[src/dcachePkg.sv]
// Cache geometry constants and the controller state type that every cache module imports
`default_nettype none

package dcachePkg;

    // address and word geometry
    localparam int addrWidth = 16;
    localparam int wordBytes = 4;
    localparam int wordBits = wordBytes * 8;

    // line geometry
    localparam int blockWords = 4;
    localparam int blockBytes = wordBytes * blockWords;
    localparam int blockBits = blockBytes * 8;

    // offset fields inside the byte address
    localparam int wordOffsetWidth = $clog2(wordBytes);
    localparam int blockOffsetWidth = $clog2(blockBytes);

    // direct-mapped array size
    localparam int lineCount = 16;
    localparam int indexWidth = $clog2(lineCount);

    // tag sits above index and block offset
    localparam int tagWidth = addrWidth - indexWidth - blockOffsetWidth;
    localparam int blockAddrWidth = tagWidth + indexWidth;

    // miss handling sequence of the controller
    typedef enum logic [2:0] {
        idleState,
        writebackState,
        memReadState,
        memCacheState,
        writebackReplaceState
    } cacheState;

endpackage

`default_nettype wire

[src/dataStore.sv]
// Line data array of the cache with byte-enabled writes and an asynchronous line read
`timescale 1ns/1ns
`default_nettype none

module dataStore (
    input  logic                              clock,
    input  logic                              cacheWen,
    input  logic [dcachePkg::blockBytes-1:0]  cacheBytesAccess,
    input  logic [dcachePkg::blockBits-1:0]   cacheDin,
    input  logic [dcachePkg::indexWidth-1:0]  index,
    output logic [dcachePkg::blockBits-1:0]   cacheDout
);
    import dcachePkg::*;

    logic [blockBits-1:0] lines [lineCount];

    always_ff @(posedge clock) begin
        if (cacheWen) begin
            for (int b = 0; b < blockBytes; b++) begin
                if (cacheBytesAccess[b]) begin
                    lines[index][b*8 +: 8] <= cacheDin[b*8 +: 8];
                end
            end
        end
    end

    // read path feeds dout and writeback in the same cycle
    assign cacheDout = lines[index];

endmodule

`default_nettype wire

[config.mk]
export PLATFORM = sky130hd
export DESIGN_NAME = dataStore
export DESIGN_NICKNAME = d
export VERILOG_FILES = /design/src/dcachePkg.sv /design/src/dataStore.sv
export SDC_FILE = /design/constraint.sdc
export NUM_CORES = 2
export LEC_CHECK = 0
export ABC_CLOCK_PERIOD_IN_PS = 1850
export BUFFER_PORTS_ARGS = -buffer_cell sky130_fd_sc_hd__buf_4
export CAP_MARGIN = 20
export CORE_MARGIN = 1
export CORE_UTILIZATION = 35
export DETAILED_ROUTE_END_ITERATION = 10
export GPL_TIMING_DRIVEN = 0
export PLACE_DENSITY_LB_ADDON = 0.1
export REMOVE_ABC_BUFFERS = 1
export SLEW_MARGIN = 20
export SYNTH_ARGS = -nofsm -noshare
export SYNTH_HDL_FRONTEND = slang
export SYNTH_SLANG_ARGS = --single-unit
[constraint.sdc]
create_clock -name clock -period 1.85 [get_ports clock]
set_input_delay 0 -clock clock [delete_from_list [all_inputs] [get_ports clock]]
set_output_delay 0 -clock clock [all_outputs]
set_load 0.01 [all_outputs]
---- Yosys cells after proc, flatten, opt, wreduce, memory -nomap -nowiden ----
Memory sizes are Yosys's and may differ from the RTL's.
Index checks and enable logic that the tools add are counted.
word-level totals
  input port bits ......................... 150
  bits in writable memories ............... 2048
  logic and storage cells ................. 49
  register bits ........................... 0
  output and inout bits ................... 128
  memories ................................ 1
operators by class
  mux-type cells .......................... 48
memory list
  name   words  width  rd ports  clocked after memory_dff  write ports  line             text
  lines  16     128    1         0                         1            dataStore.sv:15  logic [blockBits-1:0] lines [lineCount];
operator list
  kind     count
  $mux W1  48

---- Depth between registers and ports, before layout ----
  depth in word-level cells ............... 3
  gate-level depth with buffers ........... 7
  depth with buffers taken out ............ 3

---- Least setup slack after synthesis ----
OpenSTA, ideal clock, no wires.
  kind .................................... in2reg
  from .................................... input port index[0] (netlist bit)
  to ...................................... memory lines[2][100] (netlist bit) (enable)
  path slack .............................. 0.123 ns
  arrival ................................. 1.357 ns
  library setup time ...................... 0.370 ns
  buffers on the path ..................... 4
  cell stages on the path ................. 7
  required time ........................... 1.480 ns
  path through ............................ buf_6 buf_6 buf_6 nor2b_1 nand2_1 clkbuf_1 nor2_1
RTL lines
  what             line             text
  start, declared  dataStore.sv:10  input logic [dcachePkg::indexWidth-1:0] index,
  end, declared    dataStore.sv:15
Straight into the memory's write port.

---- Final worst setup path ----
  from .................................... memory lines[8][59] (netlist bit)
  to ...................................... output port cacheDout[59] (netlist bit)
on the way
  longest elaborated chain between the ends .. 1
ends and longest elaborated chain
  what              line             text
  $mem_v2 Z16 W128  --
  end, declared     dataStore.sv:11  output logic [dcachePkg::blockBits-1:0] cacheDout
Every way passes these cells.

==> out/qor.csv <==
stage,metric,value,unit
status,outcome,"complete, but fails checks",
status,failing checks,negative setup slack,
drt,Via Count,37000,
clock_tree,clock sinks,2048,
logic_synthesis,Mapped Avg Cell Area,22.5,sq um
worst_setup_path,crit path cell chain,mux4_2 -> a22oi_2 -> nand2_2 -> buf_6,
drt,vias per cell,5.13,
placement,Final HPWL DP,123000,microns
timing,Max Clock Freq,435,MHz
worst_setup_path,Crit-path slowest cell,mux4_2,
timing,final worst setup slack,-0.451,ns
timing,clock period minus worst slack,2.30,ns
worst_setup_path,CP Class,reg -> out,
logic_synthesis,dominant cells by area after synthesis,"edfxtp_1 (79%), mux4_2 (15%), a22oi_1 (2.5%), nor2_1 (1.2%), nand2_1 (0.75%)",
timing,hold slack,0.0554,ns
flow_run,Max Cap Viol,0,
final_layout,area delta synth->final,24.9,%
clock_tree,CTS buffer count,219,
drt,Pre-antenna DRT Iters,5,
pwr,power share of the sequential group,0.515,
drt,Remaining DRCs,0,
final_layout,final net count,4228,
logic_synthesis,post-synth top area share,0.793,
final_layout,Non-Filler Instances,7209,
floorplan,IO Count,278,
logic_synthesis,Syn Std Cell Area,77600,sq um
pwr,static leakage,30.3,nW
clock_tree,root buffer selected by CTS,clkbuf_16,
final_layout,fill count,18900,
clock_tree,H-tree Lvls,4,
final_layout,biggest regs,lines (2048),
clock_tree,Clock transition at path regs,0.06,ns
placement,Buffers on Ports,277,
drt,routed wire length,213000,microns
placement,placed cell areas,83900,sq um
grt,initial antenna violation count,21,
pwr,Sw Ratio,0.218,
final_layout,Largest register FFs,2048,
worst_setup_path,Critical Path Source Type,register,
grt,gr ovfl total,0,
placement,placed insts,6533,
timing,Tightest Pin Transition,0.952,ns
worst_setup_path,crit-path max cell delay,0.49,ns
worst_setup_path,Critical Path AT,2.30,ns
grt,number of global-route vias before repair,39300,
drt,DRT iter0 DRCs,2768,
pwr,power per cell area,1040,nW/um^2
floorplan,Die Width,473,microns
pwr,NetSw,21.9,mW
floorplan,row cnt,172,
pwr,Final Power,100,mW
timing,Slew headroom,0.366,
timing,Slew Limit Fails,0,
timing,# setup viols final,128,
floorplan,Core Footprint,220000,sq um
logic_synthesis,cell taking the most area after synthesis,edfxtp_1,
pwr,logic gate share of total power,0.070,
grt,global-route wire length before repair,301000,microns
timing,Fin Setup TNS,-41.53,ns
pwr,Internal,78.5,mW
final_layout,Layout Utilization,0.441,
final_layout,layout cells sized above 1,0.400,
worst_hold_path,HP Class,in -> reg,
floorplan,Die ar.,224000,sq um
logic_synthesis,post-synthesis sequential area ratio,0.793,
grt,Total GRT Usage,0.191,
timing,RSZ-0062 raised after global routing,true,
clock_tree,clk buf depth,3,
final_layout,fin area,96900,sq um
clock_tree,CTS tree,built,
floorplan,Initial Util,0.353,
logic_synthesis,warnings from Yosys,0,
floorplan,die height,473,microns
final_layout,Top reg by flops,lines,
logic_synthesis,synthesized flop and latch total,2048,
drt,drt wl/cell,29.5,microns
grt,largest net degree at the start of global routing,75,
pwr,Clk pwr share,0.414,
final_layout,"most common cell after layout, fill and taps aside",edfxtp_1,
placement,DP Worst Slack,-2.95,ns
logic_synthesis,synth unique cells,14,
worst_setup_path,Worst Path Max Fanout,1,
worst_setup_path,"Req. time, crit path",1.85,ns
timing,Final Cycle Share,1.24,
timing,endpoints failing hold,0,
logic_synthesis,synthesized instance count,3448,
worst_setup_path,crit path capture type,primary output,
pwr,worst vdd ir,0.000777,V
final_layout,most frequent cells in the layout,"edfxtp_1 (2048), mux4_2 (512), dlygate4sd3_1 (226), clkbuf_16 (225), buf_4 (170)",
placement,GPL Wtd Cong,0.697,
drt,ANT nets after route,0,
[power by group through the flow]
stage | sequential (mW) | clock (mW) | combinational (mW)
final | 51.7 | 41.6 | 7.07
after global routing | 51.8 | 44.3 | 7.53
after CTS | 51.7 | 42.6 | 7.14
after detailed placement | 52.7 | 0 | 5.63
after global placement | 52.7 | 0 | 6.25
after floorplan | 52.7 | 0 | 2.21
[worst paths after layout]
check	start	end	slack, ns	cells past startpoint
setup / recovery	lines[8][59]	cacheDout[59]	-0.45	4
hold / removal	cacheBytesAccess[13]	lines[9][106]	0.06	3
[cell type report]
type	instances	area [sq um]	area share
Antenna cell	4	10.0	0.000103
Multi-Input combinational cell	1191	17500	0.181
Clock inverter	105	911	0.00940
Timing Repair Buffer	618	7480	0.0772
Tap cell	2958	3700	0.0382
Clock buffer	285	5790	0.0598
Sequential cell	2048	61500	0.635
[Yosys cell counts (all sizes together)]
cell	count
edfxtp	2048
buf	112
a22oi	256
and2b	1
nor2	258
mux4	512
nor2b	3
and2	1
nand2	156
clkbuf	97
nand3	4
[repair_timing]
action                                  in CTS  in global routing
setup buffers                               16                  5
hold endpoints to repair                  2089                  0
gates resized for setup                    686                 78
hold buffers                               226                  0
pin swaps                                  216                 26
gates cloned                                32                  3
endpoints found under the setup margin    2176                678
[per-layer routing]
metal  part of all wire  GRT usage  vias up
met5            0.00070    0.00151        -
met4              0.020     0.0470       18
met3              0.038     0.0311      272
met2               0.50      0.316      810
met1               0.44      0.262    20000
li1                   -          -    15900
[cell families (layout without fill, tap and decap cells)]
kind of cell / after synthesis / count (layout) / share of synthesized area
AND/OR/NAND/NOR: 423 / 423 / 0.0207
flip-flops: 2048 / 2048 / 0.793
AO/OA/AOI/OAI: 256 / 256 / 0.0248
other: 0 / 4 / 0
multiplexers: 512 / 512 / 0.149
buffers and inverters: 209 / 1008 / 0.0134
[worst max-delay path, delay by kind of cell (launching register included)]
kind	cells	cell delay, ns
multiplexers	1	0.49
AND/OR/NAND/NOR	1	0.17
AO/OA/AOI/OAI	1	0.27
buffers and inverters	1	0.16
flip-flops	1	0.36
Power figures use the tool's default switching activity.
