## src/dcachePkg.sv

```systemverilog
// Cache geometry constants and the controller state type that every cache module imports
`default_nettype none

package dcachePkg;

    // address and word geometry
    localparam int addrWidth = 16;
    localparam int wordBytes = 4;
    localparam int wordBits = wordBytes * 8;

    // line geometry
    localparam int blockWords = 4;
    localparam int blockBytes = wordBytes * blockWords;
    localparam int blockBits = blockBytes * 8;

    // offset fields inside the byte address
    localparam int wordOffsetWidth = $clog2(wordBytes);
    localparam int blockOffsetWidth = $clog2(blockBytes);

    // direct-mapped array size
    localparam int lineCount = 16;
    localparam int indexWidth = $clog2(lineCount);

    // tag sits above index and block offset
    localparam int tagWidth = addrWidth - indexWidth - blockOffsetWidth;
    localparam int blockAddrWidth = tagWidth + indexWidth;

    // miss handling sequence of the controller
    typedef enum logic [2:0] {
        idleState,
        writebackState,
        memReadState,
        memCacheState,
        writebackReplaceState
    } cacheState;

endpackage

`default_nettype wire

```

## src/tagStore.sv

```systemverilog
// Valid, dirty and tag arrays of the direct-mapped cache with hit and victim lookup
`timescale 1ns/1ns
`default_nettype none

module tagStore (
    input  logic                                 clock,
    input  logic                                 reset,
    input  logic [dcachePkg::blockAddrWidth-1:0] blockAddr,
    input  logic                                 fillTag,
    input  logic                                 markDirty,
    output logic                                 hit,
    output logic                                 victimDirty,
    output logic [dcachePkg::blockAddrWidth-1:0] victimBlockAddr
);
    import dcachePkg::*;

    logic [lineCount-1:0] valid;
    logic [lineCount-1:0] dirty;
    logic [tagWidth-1:0] tags [lineCount];
    logic [indexWidth-1:0] index;
    logic [tagWidth-1:0] tag;

    assign index = blockAddr[indexWidth-1:0];
    assign tag = blockAddr[blockAddrWidth-1:indexWidth];

    assign hit = valid[index] && (tags[index] == tag);
    assign victimDirty = valid[index] && dirty[index];
    assign victimBlockAddr = {tags[index], index};

    always_ff @(posedge clock or negedge reset) begin
        if (!reset) begin
            valid <= '0;
            dirty <= '0;
        end else if (fillTag) begin
            // freshly fetched line is clean
            valid[index] <= 1'b1;
            dirty[index] <= 1'b0;
        end else if (markDirty) begin
            dirty[index] <= 1'b1;
        end
    end

    always_ff @(posedge clock) begin
        if (fillTag) begin
            tags[index] <= tag;
        end
    end

    // controller only dirties a resident line
    assertDirtyOnHit: assert property (
        @(posedge clock) disable iff (!reset)
        markDirty |-> hit
    );

endmodule

`default_nettype wire

```

## config.mk

```make
export PLATFORM = sky130hd
export DESIGN_NAME = tagStore
export DESIGN_NICKNAME = d
export VERILOG_FILES = /design/src/dcachePkg.sv /design/src/tagStore.sv
export SDC_FILE = /design/constraint.sdc
export NUM_CORES = 1
export LEC_CHECK = 0
export ABC_AREA = 1
export CAP_MARGIN = 40
export CORE_ASPECT_RATIO = 1.1
export CORE_MARGIN = 2
export CORE_UTILIZATION = 35
export CTS_CLUSTER_SIZE = 25
export DETAILED_ROUTE_END_ITERATION = 16
export DONT_BUFFER_PORTS = 1
export SYNTH_ARGS = -nofsm -noshare
export SYNTH_HDL_FRONTEND = slang
export SYNTH_SLANG_ARGS = --single-unit
```

## constraint.sdc

```tcl
create_clock -name clock -period 1.2 [get_ports clock]
set_input_delay 0.12 -clock clock [delete_from_list [all_inputs] [get_ports clock]]
set_output_delay 0.12 -clock clock [all_outputs]
set_load 0.01 [all_outputs]
```

# Word level (Yosys, flattened, before mapping)
# Memory sizes are Yosys's and may differ from the RTL's.
# Cells that the tools add are included.
[totals] ff_bits=32 mem_bits_rw=128 output_inout_bits=14 word_cells=24 mem_count=1
[classes] order_cmp=2 n_eq_ne=1 mux=10 bitwise=4 reduce_logical=4
[mem_list] name="tags" words=16 width=8 read_ports=1 rd_clocked_by_memory_dff=0 wr=1 line="tagStore.sv:19" rtl="logic [tagWidth-1:0] tags [lineCount];"
[ops] operator="16-bit 2-to-1 mux" n=2
[ops] operator="16-bit OR" n=2
[ops] operator="16-bit bitwise AND" n=1
[ops] operator="16-bit NOT" n=1
[ops] operator="1-bit binary-select mux with 4-bit select" n=2
[ops] operator="8-bit equality test" n=1
[ops] operator="4-bit by 5-bit < comparator with 1-bit output, second input constant" n=1
[ops] operator="1-bit 2-to-1 mux" n=5
[ops] operator="1-bit demux with 4-bit select" n=1
[ops] operator="4-bit by 1-bit >= comparator with 1-bit output, second input constant" n=1
[ops] operator="1-bit logical AND" n=3
[ops] operator="2-bit nonzero test" n=1

# Longest topological paths before layout
[depth] depth_word=7 mapped_depth=15 depth_no_buf=14

# Worst setup path before layout
# OpenSTA, ideal clock, no wires.
[synth_path] path_type="input-to-reg" start="in blockAddr[0] in the netlist's numbering" end="mem tags[2][0] in the netlist's numbering, enable pin" setup_time_ns=0.387 arrival_ns=1.437 slack_ns=-0.624 cell_stages=5 n_path_buf=2 cell_sequence="inv_2 -> buf_2 -> buf_2 -> nand2_1 -> nor3_1"
[synth_rtl] item="from (decl)" line="tagStore.sv:8" rtl="input logic [dcachePkg::blockAddrWidth-1:0] blockAddr,"
[synth_rtl] item="to (decl)" line="tagStore.sv:19"
# Straight into the memory's write port.

# Worst setup path in the final report
[layout_path] start="mem tags[1][6] in the netlist's numbering" end="out hit"
[layout_via] elab_chain_len=3
[layout_rtl] item="memory 16 x 8 bit"
[layout_rtl] item="8-bit equality test" line="tagStore.sv:26" rtl="assign hit = valid[index] && (tags[index] == tag);"
[layout_rtl] item="1-bit logical AND" line="tagStore.sv:26"
[layout_rtl] item="to (decl)" line="tagStore.sv:11" rtl="output logic hit,"
# No other way between the ends.

==> results.toml <==
[critical_path]
cp.arrival_ps = 1860
critical_path.max_stage_delay_ps = 370
worstPathMaxFanout = 2
critPathLaunch = "tags[1][6]$_DFFE_PP_"
endpoint_kind = "primary output"
critPathMostFrequentCell = "nand2_1"
cp_num_cells = 11
critical_path.endpoint = "hit"
r2r_start = "valid[13]$_DFFE_PN0P_"
worstSetupPathType = "register to primary output"
path_delay_family = "simple AND/OR/NAND/NOR gates"
critPathLaunchType = "register"
r2r_cells = 1
slowest_stage = "edfxtp_1"
required_ps = 1080
cp_cell_sequence = "nand2_1, nand2_1, nand2_1, nand3_1, nand2_1, nand2_2, o21bai_1, nand2_1, nor2_2, nand3_2, nor2_4"
r2r_setup_slack_ps = 400
critical_path_buf_inv_count = 0
reg2reg_to = "valid[13]$_DFFE_PN0P_"

[clock_tree]
cts_max_level = 4
clkTransAtPathRegs_ps = 60
clk_latency_ps = 430
cts_sinks = 160
cts_inserted_buffers = 17
cts_root_buf = "clkbuf_16"
clock_path_buffers = 2
cts_tree = "yes"

[synth]
ys_ff_latch = 160
synthArstFlopShare_pct = 20.00
seq_area_frac_synth_pct = 67.66
syn_inst = 699
syn_area_um2 = 6864
yosysTopAreaCell = "edfxtp_1"
synth_edf_count = 128
yosys_warnings = 0
syn_area_per_cell_um2 = 9.820
yosys.cell_types.count = 22
synth.net_count = 715
synth_flop_cell = "edfxtp_1"
synth_top_area_share_pct = 56.00
synthTopCellsByArea = "edfxtp_1 56%, nand2_1 17%, dfrtp_1 12%"

[finish]
seqCellArea_um2 = 4644
drive_above_1_share_pct = 24.62
diodes = 0
multiInputGateArea_um2 = 2156
final_common_cell = "nand2_1"
final_net_count = 795
layout_common_cells = "306 x nand2_1, 128 x edfxtp_1, 58 x buf_4, 32 x inv_1, 32 x dfrtp_1"
post-route-util_pct = 46.46
area_delta_synth_final_pct = 29.71
fillers = 1748

[route]
remaining_drc_errors = 0
routed_wirelength_um = 17470
drtIter0Drc = 344
ant_nets = 0
vias = 4883
drt_first_pass_iters = 5
drt-wirelength-per-cell_um = 16.82
avgViaCountPerCell = 4.700

[sta]
worst_pin_slew_ps = 645.5
layout_setup_ws_ps = -775.3
finalHoldViolCount = 0
fin_skew_ps = 0
setup_viol = 10
slew_headroom_pct = 56.82
rsz0062_at_grt = "true"
period_share_pct = 164.6
fin_setup_tns_ps = -4240
clock.fmax_mhz = 506.3
fin_crit_ps = 1975
maxSlewViolCount = 0
worst_hold_slack_ps = 45.22

[die]
die_w_um = 137.5
ioPinCount = 30
die_h_um = 150.9
rows = 53
die-area_um2 = 20750
core_um2 = 19160
start_util_pct = 35.82

[placed_design]
port_buffers = 0
place_congestion = 0.8093
dpl.hpwl_um = 11430

[global_routing]
grt_remaining_overflow = 0
grt_pass1_vias = 4884
gr-usage-all-layers_pct = 18.17
grt_pass1_wl_um = 27330
antenna_found_initial = 0
grt_max_degree = 52

[outcome]
status = "finished with violations"
violations = "negative setup slack"

[power]
worst_ir_drop_vdd_uv = 1055
cellPowerDensity_nw_per_um2 = 1438
p_leak_uw = 0.003686
finalPower_uw = 12800

[run]
cap_violations = 0

[min_path]
hp-class = "primary input to register"
[logic make-up after synthesis]
| kind of cell | after synthesis | share of synthesized area [%] |
|---|---|---|
| buf+inv | 92 | 5.450 |
| flops | 160 | 67.66 |
| compound gates | 52 | 4.138 |
| simple gates | 395 | 22.75 |
[routing by layer]
layer  up-vias  wire [um]  GRT usage, %
met3        25       1021         4.418
met1      2288       7320         23.08
met5         -          0             0
li1       2439          -             -
met2       131       8725         30.25
met4         0        403         6.443
[stage by stage]
stage | instances | cell area, um2 | setup slack, ps
floorplan | 699 | 7223 | -187.4
global placement | 995 | 8084 | -540.5
detailed placement | 995 | 8084 | -557.9
CTS | 1039 | 8838 | -790.6
global route | 1039 | 8904 | -925.6
finish | 1039 | 8904 | -775.3
[cell usage after synthesis (all sizes together), types with 8 or more instances]
library cell  count
nor2             38
edfxtp          128
o22ai             8
or2               8
dfrtp            32
clkbuf           16
o21ai            19
nand2           317
inv              61
nand4            13
a21oi            20
nand3            12
buf              15
[report_power, final]
part / internal [uW] / switching [uW] / total [uW]
Combinational: 536 / 802 / 1340
Clock: 2880 / 2240 / 5130
Sequential: 6260 / 79.5 / 6340
[registers in the layout, summed over array words and instances, names as in the netlist, named ones only]
| signal | flops |
|---|---|
| tags | 128 |
| valid | 16 |
[how the worst min path moves through the flow]
stage                      start                    to  cells past startpoint
finish              blockAddr[3]              register                      5
global route        blockAddr[3]              register                      4
CTS                 blockAddr[3]              register                      5
detailed placement         reset  valid[3]$_DFFE_PN0P_                      0
global placement           reset             async pin                      0
floorplan                  reset             async pin                      0
[worst min-delay path, stage by stage]
cell and delay, ps:
nor2_4 50, clkinvlp_4 100, nor2_2 50, nand2_1 50, a21oi_1 60
[area by class of cell]
class,count,area share [%]
inverter,61,3.148
timing repair buffer,92,10.71
clock inverter,14,1.476
tap,247,3.471
multi-input combinational,447,24.21
clock buffer,18,4.820
sequential,160,52.16
[what timing repair did]
| item | CTS | global route |
|---|---|---|
| gates resized for setup | 25 | 23 |
| endpoints found under the setup margin | 10 | 10 |
| buffers inserted | 3 | 2 |
| hold buffers | 12 | 0 |
| hold endpoints to repair | 177 | 0 |
| pin swaps | 30 | 31 |
| gates cloned | 0 | 0 |
Power figures use the tool's default switching activity.
