## src/dcachePkg.sv

```systemverilog
// Cache geometry constants and the controller state type that every cache module imports
`default_nettype none

package dcachePkg;

    // address and word geometry
    localparam int addrWidth = 16;
    localparam int wordBytes = 4;
    localparam int wordBits = wordBytes * 8;

    // line geometry
    localparam int blockWords = 4;
    localparam int blockBytes = wordBytes * blockWords;
    localparam int blockBits = blockBytes * 8;

    // offset fields inside the byte address
    localparam int wordOffsetWidth = $clog2(wordBytes);
    localparam int blockOffsetWidth = $clog2(blockBytes);

    // direct-mapped array size
    localparam int lineCount = 16;
    localparam int indexWidth = $clog2(lineCount);

    // tag sits above index and block offset
    localparam int tagWidth = addrWidth - indexWidth - blockOffsetWidth;
    localparam int blockAddrWidth = tagWidth + indexWidth;

    // miss handling sequence of the controller
    typedef enum logic [2:0] {
        idleState,
        writebackState,
        memReadState,
        memCacheState,
        writebackReplaceState
    } cacheState;

endpackage

`default_nettype wire

```

## src/dcacheController.sv

```systemverilog
// Miss FSM and hit steering of the data cache between the pipeline port and the stores
`timescale 1ns/1ns
`default_nettype none

module dcacheController (
    input  logic                                 clock,
    input  logic                                 reset,
    input  logic                                 ren,
    input  logic                                 wen,
    input  logic [dcachePkg::addrWidth-1:0]      addr,
    input  logic [dcachePkg::wordBytes-1:0]      byteSelectVector,
    input  logic [dcachePkg::wordBits-1:0]       din,
    input  logic                                 hit,
    input  logic                                 victimDirty,
    input  logic [dcachePkg::blockBits-1:0]      cacheDout,
    input  logic                                 memReadReady,
    input  logic                                 memWriteDone,
    input  logic [dcachePkg::blockBits-1:0]      memDout,
    output logic                                 stall,
    output logic [dcachePkg::wordBits-1:0]       dout,
    output logic [dcachePkg::blockAddrWidth-1:0] blockAddr,
    output logic                                 cacheWen,
    output logic [dcachePkg::blockBytes-1:0]     cacheBytesAccess,
    output logic [dcachePkg::blockBits-1:0]      cacheDin,
    output logic                                 fillTag,
    output logic                                 markDirty,
    output logic                                 memRen,
    output logic                                 memWen,
    output logic [dcachePkg::blockBits-1:0]      memDin
);
    import dcachePkg::*;

    localparam int wordSelWidth = blockOffsetWidth - wordOffsetWidth;

    cacheState state;
    cacheState nextState;
    logic request;
    logic writeReq;
    logic [wordSelWidth-1:0] wordSel;

    assign request = ren ^ wen;
    assign writeReq = wen && !ren;

    assign blockAddr = addr[addrWidth-1:blockOffsetWidth];
    assign wordSel = addr[blockOffsetWidth-1:wordOffsetWidth];

    // read word comes straight from the indexed line
    assign dout = cacheDout[wordSel*wordBits +: wordBits];

    // victim line goes straight out on writeback
    assign memDin = cacheDout;

    always_ff @(posedge clock or negedge reset) begin
        if (!reset) begin
            state <= idleState;
        end else begin
            state <= nextState;
        end
    end

    always_comb begin
        nextState = state;
        case (state)
            idleState: begin
                if (request && !hit) begin
                    nextState = victimDirty ? writebackState : memReadState;
                end
            end
            writebackState: begin
                if (memWriteDone) begin
                    nextState = memReadState;
                end
            end
            memReadState: begin
                if (memReadReady) begin
                    nextState = memCacheState;
                end
            end
            memCacheState: begin
                // write miss still has to merge the pipeline word
                nextState = writeReq ? writebackReplaceState : idleState;
            end
            writebackReplaceState: begin
                nextState = idleState;
            end
            default: begin
                nextState = idleState;
            end
        endcase
    end

    always_comb begin
        stall = 1'b0;
        cacheWen = 1'b0;
        fillTag = 1'b0;
        markDirty = 1'b0;
        memRen = 1'b0;
        memWen = 1'b0;
        case (state)
            idleState: begin
                // raised in the detect cycle so the pipeline holds
                stall = request && !hit;
                cacheWen = writeReq && hit;
                markDirty = writeReq && hit;
            end
            writebackState: begin
                stall = 1'b1;
                memWen = 1'b1;
            end
            memReadState: begin
                stall = 1'b1;
                memRen = 1'b1;
            end
            memCacheState: begin
                stall = 1'b1;
                cacheWen = 1'b1;
                fillTag = 1'b1;
            end
            writebackReplaceState: begin
                stall = 1'b1;
                cacheWen = 1'b1;
                markDirty = 1'b1;
            end
            default: begin
                stall = 1'b0;
            end
        endcase
    end

    // fill takes the whole line and a hit or merge only one word lane
    always_comb begin
        cacheBytesAccess = '0;
        cacheDin = '0;
        if (state == memCacheState) begin
            cacheBytesAccess = '1;
            cacheDin = memDout;
        end else begin
            cacheBytesAccess[wordSel*wordBytes +: wordBytes] = byteSelectVector;
            cacheDin[wordSel*wordBits +: wordBits] = din;
        end
    end

    assertMemExclusive: assert property (
        @(posedge clock) disable iff (!reset)
        !(memRen && memWen)
    );

    assertMemStalls: assert property (
        @(posedge clock) disable iff (!reset)
        (memRen || memWen) |-> stall
    );

    assertOneRequest: assert property (
        @(posedge clock) disable iff (!reset)
        !(ren && wen)
    );

endmodule

`default_nettype wire

```

## config.mk

```make
export PLATFORM = sky130hd
export DESIGN_NAME = dcacheController
export DESIGN_NICKNAME = d
export VERILOG_FILES = /design/src/dcachePkg.sv /design/src/dcacheController.sv
export SDC_FILE = /design/constraint.sdc
export NUM_CORES = 1
export LEC_CHECK = 0
export BUFFER_PORTS_ARGS = -buffer_cell sky130_fd_sc_hd__buf_2
export CAP_MARGIN = 20
export CORE_AREA = 10 10 240 242
export CTS_CLUSTER_DIAMETER = 80
export DETAILED_ROUTE_END_ITERATION = 16
export DIE_AREA = 0 0 250 252
export HOLD_SLACK_MARGIN = 0.15
export PLACE_DENSITY = 0.3
export SLEW_MARGIN = 25
export SYNTH_ARGS = -nofsm -noshare
export SYNTH_HDL_FRONTEND = slang
export SYNTH_SLANG_ARGS = --single-unit
```

## constraint.sdc

```tcl
create_clock -name clock -period 2.5 [get_ports clock]
set_input_delay 0.375 -clock clock [delete_from_list [all_inputs] [get_ports clock]]
set_output_delay 0.375 -clock clock [all_outputs]
set_load 0.1 [all_outputs]
```

== Word level (Yosys, flattened, before mapping) ==
Cells that the tools add are included.
Storage, ports and cells
  bits in latches: 0
  input bits: 316
  output and inout port bits: 322
  logic and storage cells: 41
  bits in writable memories: 0
  memories kept: 0
  ROM bits: 0
  register bits: 3
Operators by class
  reductions and logical operators: 9
  div/mod/pow operators: 0
  multiply operators: 0
  magnitude comparators: 0
  bitwise operators: 3
  muxes and demuxes: 14
  equal/unequal tests: 7
  add/subtract/negate cells: 2
  shifts and indexed selects: 5
Operators by type and width (count)
  AND 128 bit: 1
  two-way mux 128 bit: 1
  variable shift 32 x 34 -> 128 bit, first input constant: 1
  indexed part select 128 x 8 -> 32 bit: 1
  indexed part select 32 x 34 -> 128 bit: 1
  negation 4 -> 34 bit: 1
  negation 7 -> 34 bit: 1
  variable shift 4 x 34 -> 16 bit, first input constant: 1
  indexed part select 4 x 34 -> 16 bit: 1
  AND 16 bit: 1
  two-way mux 16 bit: 1
  two-way mux 3 bit: 4
  one-hot mux 3 bit (4 select lines): 1
  == test 3 x 2 -> 1 bit, second input constant: 2
  inequality test 2 bit, second input constant: 3
  one-hot mux 1 bit (2 select lines): 3
  OR reduction 4 bit: 1
  == test 3 x 1 -> 1 bit, second input constant: 1
  == test 3 bit, second input constant: 1
  logical AND 1 bit: 3
  logical NOT 3 bit: 1
  two-way mux 1 bit: 3
  AND reduction 3 bit: 1
  logical NOT 1 bit: 2
  other kinds (3): 3

== Logic depth before layout (Yosys ltp) ==
Gate-level depths: netlist (run 1).
  depth in word-level cells: 4
  gate-level depth with buffers: 9
  depth with buffers taken out: 5

== Worst setup path before layout (run 1) ==
No wires, ideal clock.
  kind: input port to output port
  start: input ren
  end: output cacheWen
  setup slack: -1.269 ns
  stages on the path: 5
  required time: 2.125 ns
  buffers on the path: 0
  arrival time: 3.394 ns
  path through: inv_1 ha_1 a21oi_1 nor3_1 or2_2
Between the ends
  cells in the longest elaborated chain, start to end: 4
Ends and longest elaborated chain
  start, declared: line dcacheController.sv:8  | input logic ren,
  logical NOT 1 bit: line dcacheController.sv:42  | assign writeReq = wen && !ren;
  logical AND 1 bit: line dcacheController.sv:42
  logical AND 1 bit: line dcacheController.sv:103  | cacheWen = writeReq && hit;
  one-hot mux 1 bit (2 select lines): line dcacheController.sv:99  | case (state)
  end, declared: line dcacheController.sv:22  | output logic cacheWen,
No other way between the ends.

== Worst setup path after layout (run 1) ==
  start: input addr[2] in the netlist's numbering
  end: output cacheDin[33] in the netlist's numbering
Between the ends
  cells in the longest elaborated chain, start to end: 4
  elaborated cells on any way between the ends: 5
  classes of those cells: add/sub (1); shift (2); mux (1); bitwise (1)
Ends and longest elaborated chain
  start, declared: line dcacheController.sv:10  | input logic [dcachePkg::addrWidth-1:0] addr,
  negation 7 -> 34 bit (*): line dcacheController.sv:139  | cacheDin[wordSel*wordBits +: wordBits] = din;
  indexed part select 32 x 34 -> 128 bit / variable shift 32 x 34 -> 128 bit (equally long branches): line dcacheController.sv:139
  AND 128 bit (no line) (*)
  two-way mux 128 bit (*): line dcacheController.sv:134  | if (state == memCacheState) begin
  end, declared: line dcacheController.sv:24  | output logic [dcachePkg::blockBits-1:0] cacheDin,
Every way passes the cells marked *; elsewhere a longest branch is shown, timed or not.

==> results of run 1 <==
==> how the worst max path moves through the flow <==
stage	from	end	slack (ps)	cells past startpoint
2_1_floorplan	ren	cacheWen	-310	5
3_3_place_gp	addr[2]	cacheDin[32]	20	10
3_5_place_dp	addr[2]	cacheDin[32]	20	10
4_1_cts	addr[2]	cacheDin[32]	10	10
5_1_grt	addr[2]	cacheDin[33]	0.4	10
6_report	addr[2]	cacheDin[33]	70	10
==> power breakdown <==
part           total (mW)  switching [mW]  internal, mW
clock               0.255          0.0448         0.211
sequential          0.107          0.0423        0.0643
combinational        8.58            5.83          2.75
==> per-layer routing <==
layer / GRT usage / part of all wire
met2: 0.189 / 0.55
met1: 0.101 / 0.36
met5: 0 / 0.00060
met4: 0.00775 / 0.0069
met3: 0.0309 / 0.083
==> cell families after synthesis <==
kind of cell | Yosys count | share of synthesized area
flops | 3 | 0.0203
compound gates | 133 | 0.310
fa+ha+maj | 6 | 0.0203
buf+inv | 187 | 0.373
mux | 33 | 0.197
simple gates | 53 | 0.0787
==> worst min-delay path, cell delays in order <==
cell                      delay [ps]
sky130_fd_sc_hd__buf_2           110
sky130_fd_sc_hd__nand3_1          70
sky130_fd_sc_hd__a21oi_1          60
==> cell usage after synthesis, drive strengths merged, types with 5 or more instances <==
cell type  number  area, um2
clkbuf          7       27.5
and2            5       36.3
mux4           32        721
buf           175       1340
inv             5       18.8
nand2          32        120
ha              6       75.1
a22o          128       1120
==> area by class of cell <==
cell class,instances,area (um2),share of cell area
Timing Repair Buffer,659,5790,0.569
Multi-Input combinational cell,225,3340,0.329
Sequential cell,3,75.1,0.00738
Clock buffer,4,78.8,0.00775
Antenna cell,1,2.50,0.000246
Inverter,5,23.8,0.00234
Tap cell,688,861,0.0847
==> repair_timing <==
action                     CTS  global route
gates resized for setup      0             5
hold buffers                 1             0
buffers inserted             0             1
hold endpoints to repair     3             0
setup endpoints to repair    0            37
==> metrics.log, run 1 <==
[metrics] outcome: finished, final reports clean
[metrics] Post-Route Hold Slack: 429 ps
[metrics] global-route wire length before repair: 46000 um
[metrics] largest driver fanout on the critical path: 8
[metrics] kind of cell adding the most delay to the critical path: buffers and inverters
[metrics] Worst setup SP type: input port
[metrics] Critical Path Most Common Cell: sky130_fd_sc_hd__buf_12
[metrics] CTS tree: built
[metrics] count of max-cap constraint violations: 0
[metrics] skew final: 0.114 ps
[metrics] register bit total from synthesis: 3
[metrics] Die Span Y: 252 um
[metrics] setup TNS after final layout: 0 ps
[metrics] clock latency of the later-clocked register in the worst-skew pair: 220 ps
[metrics] filler instances: 5779
[metrics] pin count of the biggest net entering global routing: 33
[metrics] data arrival time at the worst-slack endpoint: 2060 ps
[metrics] most common library cell in the layout ignoring fill and taps: sky130_fd_sc_hd__buf_2
[metrics] total power per unit cell area: 879 nW/um2
[metrics] Final Hold Vio Count: 0
[metrics] DP HPWL: 30300 um
[metrics] leakage power total: 5.05 nW
[metrics] number of buffers and inverters on the critical path: 6
[metrics] transition at the pin with the smallest max-transition slack: 542 ps
[metrics] # placed instances: 1577
[metrics] Regs by FF count: state: 3 flops
[metrics] Slew HR: 0.641
[metrics] highest-count cells in the layout ignoring fill and taps: sky130_fd_sc_hd__buf_2 (464), sky130_fd_sc_hd__buf_12 (158), sky130_fd_sc_hd__a22o_4 (120)
[metrics] post-layout total power: 8.94 mW
[metrics] internal reg-to-reg setup slack: 1040 ps
[metrics] Port Buf Inserts: 611
[metrics] H-tree Lvls: 1
[metrics] top achievable clock speed: 411 MHz
[metrics] post-route minimum period: 2430 ps
[metrics] remaining global-route overflow: 0
[metrics] number of nets produced by synthesis: 737
[metrics] Min-Delay Endpoint: state[0]
[metrics] RSZ-0062 raised after global routing: no
[metrics] post-synthesis average cell area: 8.92 um2
[metrics] Cells after Synth: 415
[metrics] core occupancy in the finished layout: 0.194
[metrics] detailed-route via count: 5311
[metrics] Die Wd: 250 um
[metrics] Worst Reg-to-Reg Cells: 4
[metrics] fraction of final layout cells with drive strength greater than 1: 0.934
[metrics] total DRC errors in the routed layout: 0
[metrics] least setup slack across all paths after layout: 67.9 ps
[metrics] depth of the worst hold-timing path: 3
[metrics] Nets: 1219
[metrics] Warnings, synthesis: 0
[metrics] Total GRT Usage: 0.0962
[metrics] RR Endpoint: state[2]
[metrics] average wire per standard cell: 21.2 um
[metrics] number of nets with antenna violations after routing: 0
[metrics] iteration count of the initial detailed-routing pass: 4
[metrics] Core Area: 52400 um2
[metrics] endpoint class of the critical path: output pin
[metrics] area of the mapped netlist: 3700 um2
[metrics] sequential cell area fraction in the yosys report: 0.0203
[metrics] start point of the worst min-delay path: victimDirty
[metrics] DR iter-0 viols: 121
[metrics] number of CTS-inserted buffers: 3
[metrics] Most flops, register: state
[metrics] count of different cell masters after synthesis: 29
[metrics] Post-Place Setup Slack: 24.7 ps
[metrics] class of the worst hold path: in -> reg
[metrics] predominant post-synthesis flop cell: sky130_fd_sc_hd__dfrtp_1
[metrics] cell type of the slowest stage on the worst timing path: sky130_fd_sc_hd__and4b_4
[metrics] stage delay of the slowest cell on the critical path: 320 ps
[metrics] max-slew violation count: 0
[metrics] number of top-level pins: 638
[metrics] number of failing setup endpoints in the final timing report: 0
[metrics] via count of the first global-routing pass: 6038
[metrics] Initial Util: 0.0706
[metrics] final cell area excluding filler cells: 10200 um2
[metrics] Area growth syn-to-layout: 175%
[metrics] critical path type: in -> out
[metrics] post-detailed-route via-to-cell ratio: 3.35
[metrics] Worst R2R Start: state[1]
[metrics] overall die area: 63000 um2
[metrics] placed instance area: 10000 um2
[metrics] post-route non-filler standard cell count: 1585
[metrics] detailed-route wire length: 33600 um
[metrics] Root Buffer Master: sky130_fd_sc_hd__clkbuf_16
[metrics] num rows: 84
[metrics] maximum vdd drop: 547 uV
[metrics] WP data required: 2120 ps
[metrics] number of synthesized flops with an enable pin: 0
[metrics] number of buffers on the longest clock path: 2
[metrics] period utilization: 0.973
[metrics] async set or reset register ratio after synthesis: 1.00
[metrics] clock tree sinks: 3
[metrics] Reg clk slew, reported paths: 30 ps
[metrics] number of antenna violations at the first check in global routing: 4
[metrics] critical path cell sequence: clkbuf_4, inv_2, buf_4, ha_1, and4b_4, and2_2, buf_12, buf_12, a22o_2, buf_12
[metrics] Routability Congestion: 0.930
[metrics] Largest register FFs: 3
Power figures use the tool's default switching activity.
==> run 2, diff against run 1 <==
--- a/config.mk
+++ b/config.mk
@@ -8,6 +8,7 @@
 export BUFFER_PORTS_ARGS = -buffer_cell sky130_fd_sc_hd__buf_2
 export CAP_MARGIN = 20
 export CORE_AREA = 10 10 240 242
+export CTS_BUF_LIST = sky130_fd_sc_hd__clkbuf_8 sky130_fd_sc_hd__clkbuf_16
 export CTS_CLUSTER_DIAMETER = 80
 export DETAILED_ROUTE_END_ITERATION = 16
 export DIE_AREA = 0 0 250 252
==> run 2 against run 1 <==
Via count unchanged; register-to-register slack is essentially flat; clock skew about the same; count of clock-buffer cells in the layout fell by 1; sequential power hardly changed; core utilization unchanged; first-iteration DRC count fell by 0.83%; critical path depth stayed put; sequential share of layout area stayed put; final area is the same; maximum frequency is the same; critical endpoint unchanged; largest power group unchanged.
==> metrics.log, run 2 (synthesis results as in run 1) <==
[metrics] outcome: finished, final reports clean
[metrics] share of total power in sequential cells: 0.012 (about the same)
[metrics] start point of the worst min-delay path: victimDirty
[metrics] number of top-level pins: 638 (unchanged)
[metrics] Final Hold Vio Count: 0 (unchanged)
[metrics] number of buffers on the longest clock path: 2 (unchanged)
[metrics] max-slew violation count: 0 (unchanged)
[metrics] Worst Reg-to-Reg Cells: 4 (unchanged)
[metrics] maximum vdd drop: 547 uV (about the same)
[metrics] least setup slack across all paths after layout: 67.9 ps (unchanged)
[metrics] transition at the pin with the smallest max-transition slack: 542 ps (unchanged)
[metrics] Port Buf Inserts: 611 (unchanged)
[metrics] stage delay of the slowest cell on the critical path: 320 ps (about the same)
[metrics] endpoint class of the critical path: output pin
[metrics] Root Buffer Master: sky130_fd_sc_hd__clkbuf_16
[metrics] clock latency of the later-clocked register in the worst-skew pair: 220 ps (about the same)
[metrics] Routability Congestion: 0.930 (unchanged)
[metrics] post-detailed-route via-to-cell ratio: 3.35 (unchanged)
[metrics] RSZ-0062 raised after global routing: no
[metrics] Reg clk slew, reported paths: 30 ps (about the same)
[metrics] skew final: 0.134 ps (+0.0201 ps)
[metrics] Die Span Y: 252 um (unchanged)
[metrics] filler instances: 5779 (unchanged)
[metrics] post-route non-filler standard cell count: 1585 (unchanged)
[metrics] detailed-route wire length: 33600 um (about the same)
[metrics] Regs by FF count: state: 3 flops
[metrics] core occupancy in the finished layout: 0.194 (unchanged)
[metrics] Die Wd: 250 um (unchanged)
[metrics] Worst R2R Start: state[1]
[metrics] number of antenna violations at the first check in global routing: 4 (unchanged)
[metrics] Total GRT Usage: 0.0962 (unchanged)
[metrics] num rows: 84 (unchanged)
[metrics] number of failing setup endpoints in the final timing report: 0 (unchanged)
[metrics] Worst setup SP type: input port
[metrics] post-route minimum period: 2430 ps (unchanged)
[metrics] Initial Util: 0.0706 (unchanged)
[metrics] iteration count of the initial detailed-routing pass: 4 (unchanged)
[metrics] class of the worst hold path: in -> reg
[metrics] fraction of final layout cells with drive strength greater than 1: 0.934 (unchanged)
[metrics] largest driver fanout on the critical path: 8 (unchanged)
[metrics] cell-internal power: 3.02 mW (-0.14%)
[metrics] Slew HR: 0.641 (unchanged)
[metrics] highest-count cells in the layout ignoring fill and taps: sky130_fd_sc_hd__buf_2 (464), sky130_fd_sc_hd__buf_12 (158), sky130_fd_sc_hd__a22o_4 (120)
[metrics] data arrival time at the worst-slack endpoint: 2060 ps (about the same)
[metrics] power spent charging and discharging nets: 5.92 mW (about the same)
[metrics] clock tree sinks: 3 (unchanged)
[metrics] number of buffers and inverters on the critical path: 6 (unchanged)
[metrics] H-tree Lvls: 1 (unchanged)
[metrics] RR Endpoint: state[2]
[metrics] Area growth syn-to-layout: 175% (unchanged)
[metrics] CTS tree: built
[metrics] top achievable clock speed: 411 MHz (unchanged)
[metrics] Post-Place Setup Slack: 24.7 ps (unchanged)
[metrics] kind of cell adding the most delay to the critical path: buffers and inverters
[metrics] internal reg-to-reg setup slack: 1040 ps (about the same)
[metrics] Most flops, register: state
[metrics] Core Area: 52400 um2 (unchanged)
[metrics] sequential cell area: 75.1 um2 (unchanged)
[metrics] depth of the worst hold-timing path: 3 (unchanged)
[metrics] leakage power total: 5.06 nW (about the same)
[metrics] critical path type: in -> out
[metrics] WP data required: 2120 ps (about the same)
[metrics] period utilization: 0.973 (unchanged)
[metrics] remaining global-route overflow: 0 (unchanged)
[metrics] number of CTS-inserted buffers: 3 (unchanged)
[metrics] Switching Fraction: 0.662 (about the same)
[metrics] total power per unit cell area: 879 nW/um2 (about the same)
[metrics] number of nets with antenna violations after routing: 0 (unchanged)
[metrics] DR iter-0 viols: 120 (-0.83%)
[metrics] Min-Delay Endpoint: state[0]
[metrics] average wire per standard cell: 21.2 um (about the same)
[metrics] total DRC errors in the routed layout: 0 (unchanged)
[metrics] cell type of the slowest stage on the worst timing path: sky130_fd_sc_hd__and4b_4
[metrics] proportion of power drawn by combinational gates: 0.960 (about the same)
[metrics] global-route wire length before repair: 46000 um (unchanged)
[metrics] via count of the first global-routing pass: 6038 (unchanged)
[metrics] overall die area: 63000 um2 (unchanged)
[metrics] # placed instances: 1577 (unchanged)
[metrics] critical path cell sequence: clkbuf_4, inv_2, buf_4, ha_1, and4b_4, and2_2, buf_12, buf_12, a22o_2, buf_12
[metrics] DP HPWL: 30300 um (unchanged)
[metrics] clock network power share: 0.028 (about the same)
[metrics] setup TNS after final layout: 0 ps (unchanged)
[metrics] count of max-cap constraint violations: 0 (unchanged)
[metrics] post-layout total power: 8.94 mW (about the same)
[metrics] pin count of the biggest net entering global routing: 33 (unchanged)
[metrics] most common library cell in the layout ignoring fill and taps: sky130_fd_sc_hd__buf_2
[metrics] Nets: 1219 (unchanged)
[metrics] Multi-input gate area: 3340 um2 (unchanged)
[metrics] detailed-route via count: 5311 (unchanged)
[metrics] Critical Path Most Common Cell: sky130_fd_sc_hd__buf_12
[metrics] Largest register FFs: 3 (unchanged)
-- run 2: changes by cell type in the layout (fill, tap and decap cells not counted), sizes merged --
cell | previous run | this run
inv | 5 | 6
clkbuf | 6 | 5
-- run 2: metal layers --
metal	up-vias	track usage	wire [um]
li1	2435	-	-
met1	2561	0.101	12000
met2	295	0.189	18500
met3	18	0.0309	2780
met4	2	0.00775	233
met5	-	0	20
-- run 2: power by group through the flow --
stage	Sequential (mW)	Clock [mW]	Combinational, mW
floorplan	0.0794	0	6.09
global placement	0.107	0	8.68
detailed placement	0.107	0	8.66
CTS	0.107	0.256	8.68
global route	0.111	0.263	8.81
finish	0.107	0.251	8.58
-- run 2: area by class of cell --
type	instances	share of cell area
diodes	1	0.000246
clock inverters	1	0.000369
flip-flops and latches	3	0.00738
repair buffers	659	0.569
clock buffers	3	0.00738
multi-input cells	225	0.329
inverters	5	0.00234
well taps	688	0.0847
-- run 2: how the worst max path moves through the flow --
| stage | startpoint | cells after the start | endpoint |
|---|---|---|---|
| floorplan | ren | 5 | cacheWen |
| global placement | addr[2] | 10 | cacheDin[32] |
| detailed placement | addr[2] | 10 | cacheDin[32] |
| CTS | addr[2] | 10 | cacheDin[32] |
| global route | addr[2] | 10 | cacheDin[33] |
| finish | addr[2] | 10 | cacheDin[33] |
-- run 2: what timing repair did --
action	4_1_cts	5_1_grt
hold buffers	1	0
endpoints found under the hold margin	3	0
setup buffers	0	1
resized for setup	0	5
endpoints found under the setup margin	0	37
-- run 2: worst min-delay path, stage by stage --
cell and delay, ps:
sky130_fd_sc_hd__buf_2 110, sky130_fd_sc_hd__nand3_1 70, sky130_fd_sc_hd__a21oi_1 60
-- run 2: through the flow --
step,cell area [um2],hold slack (ps)
finish,10200,429
global route,10200,452
CTS,10100,428
detailed placement,10000,179
global placement,10000,176
floorplan,4800,79.4
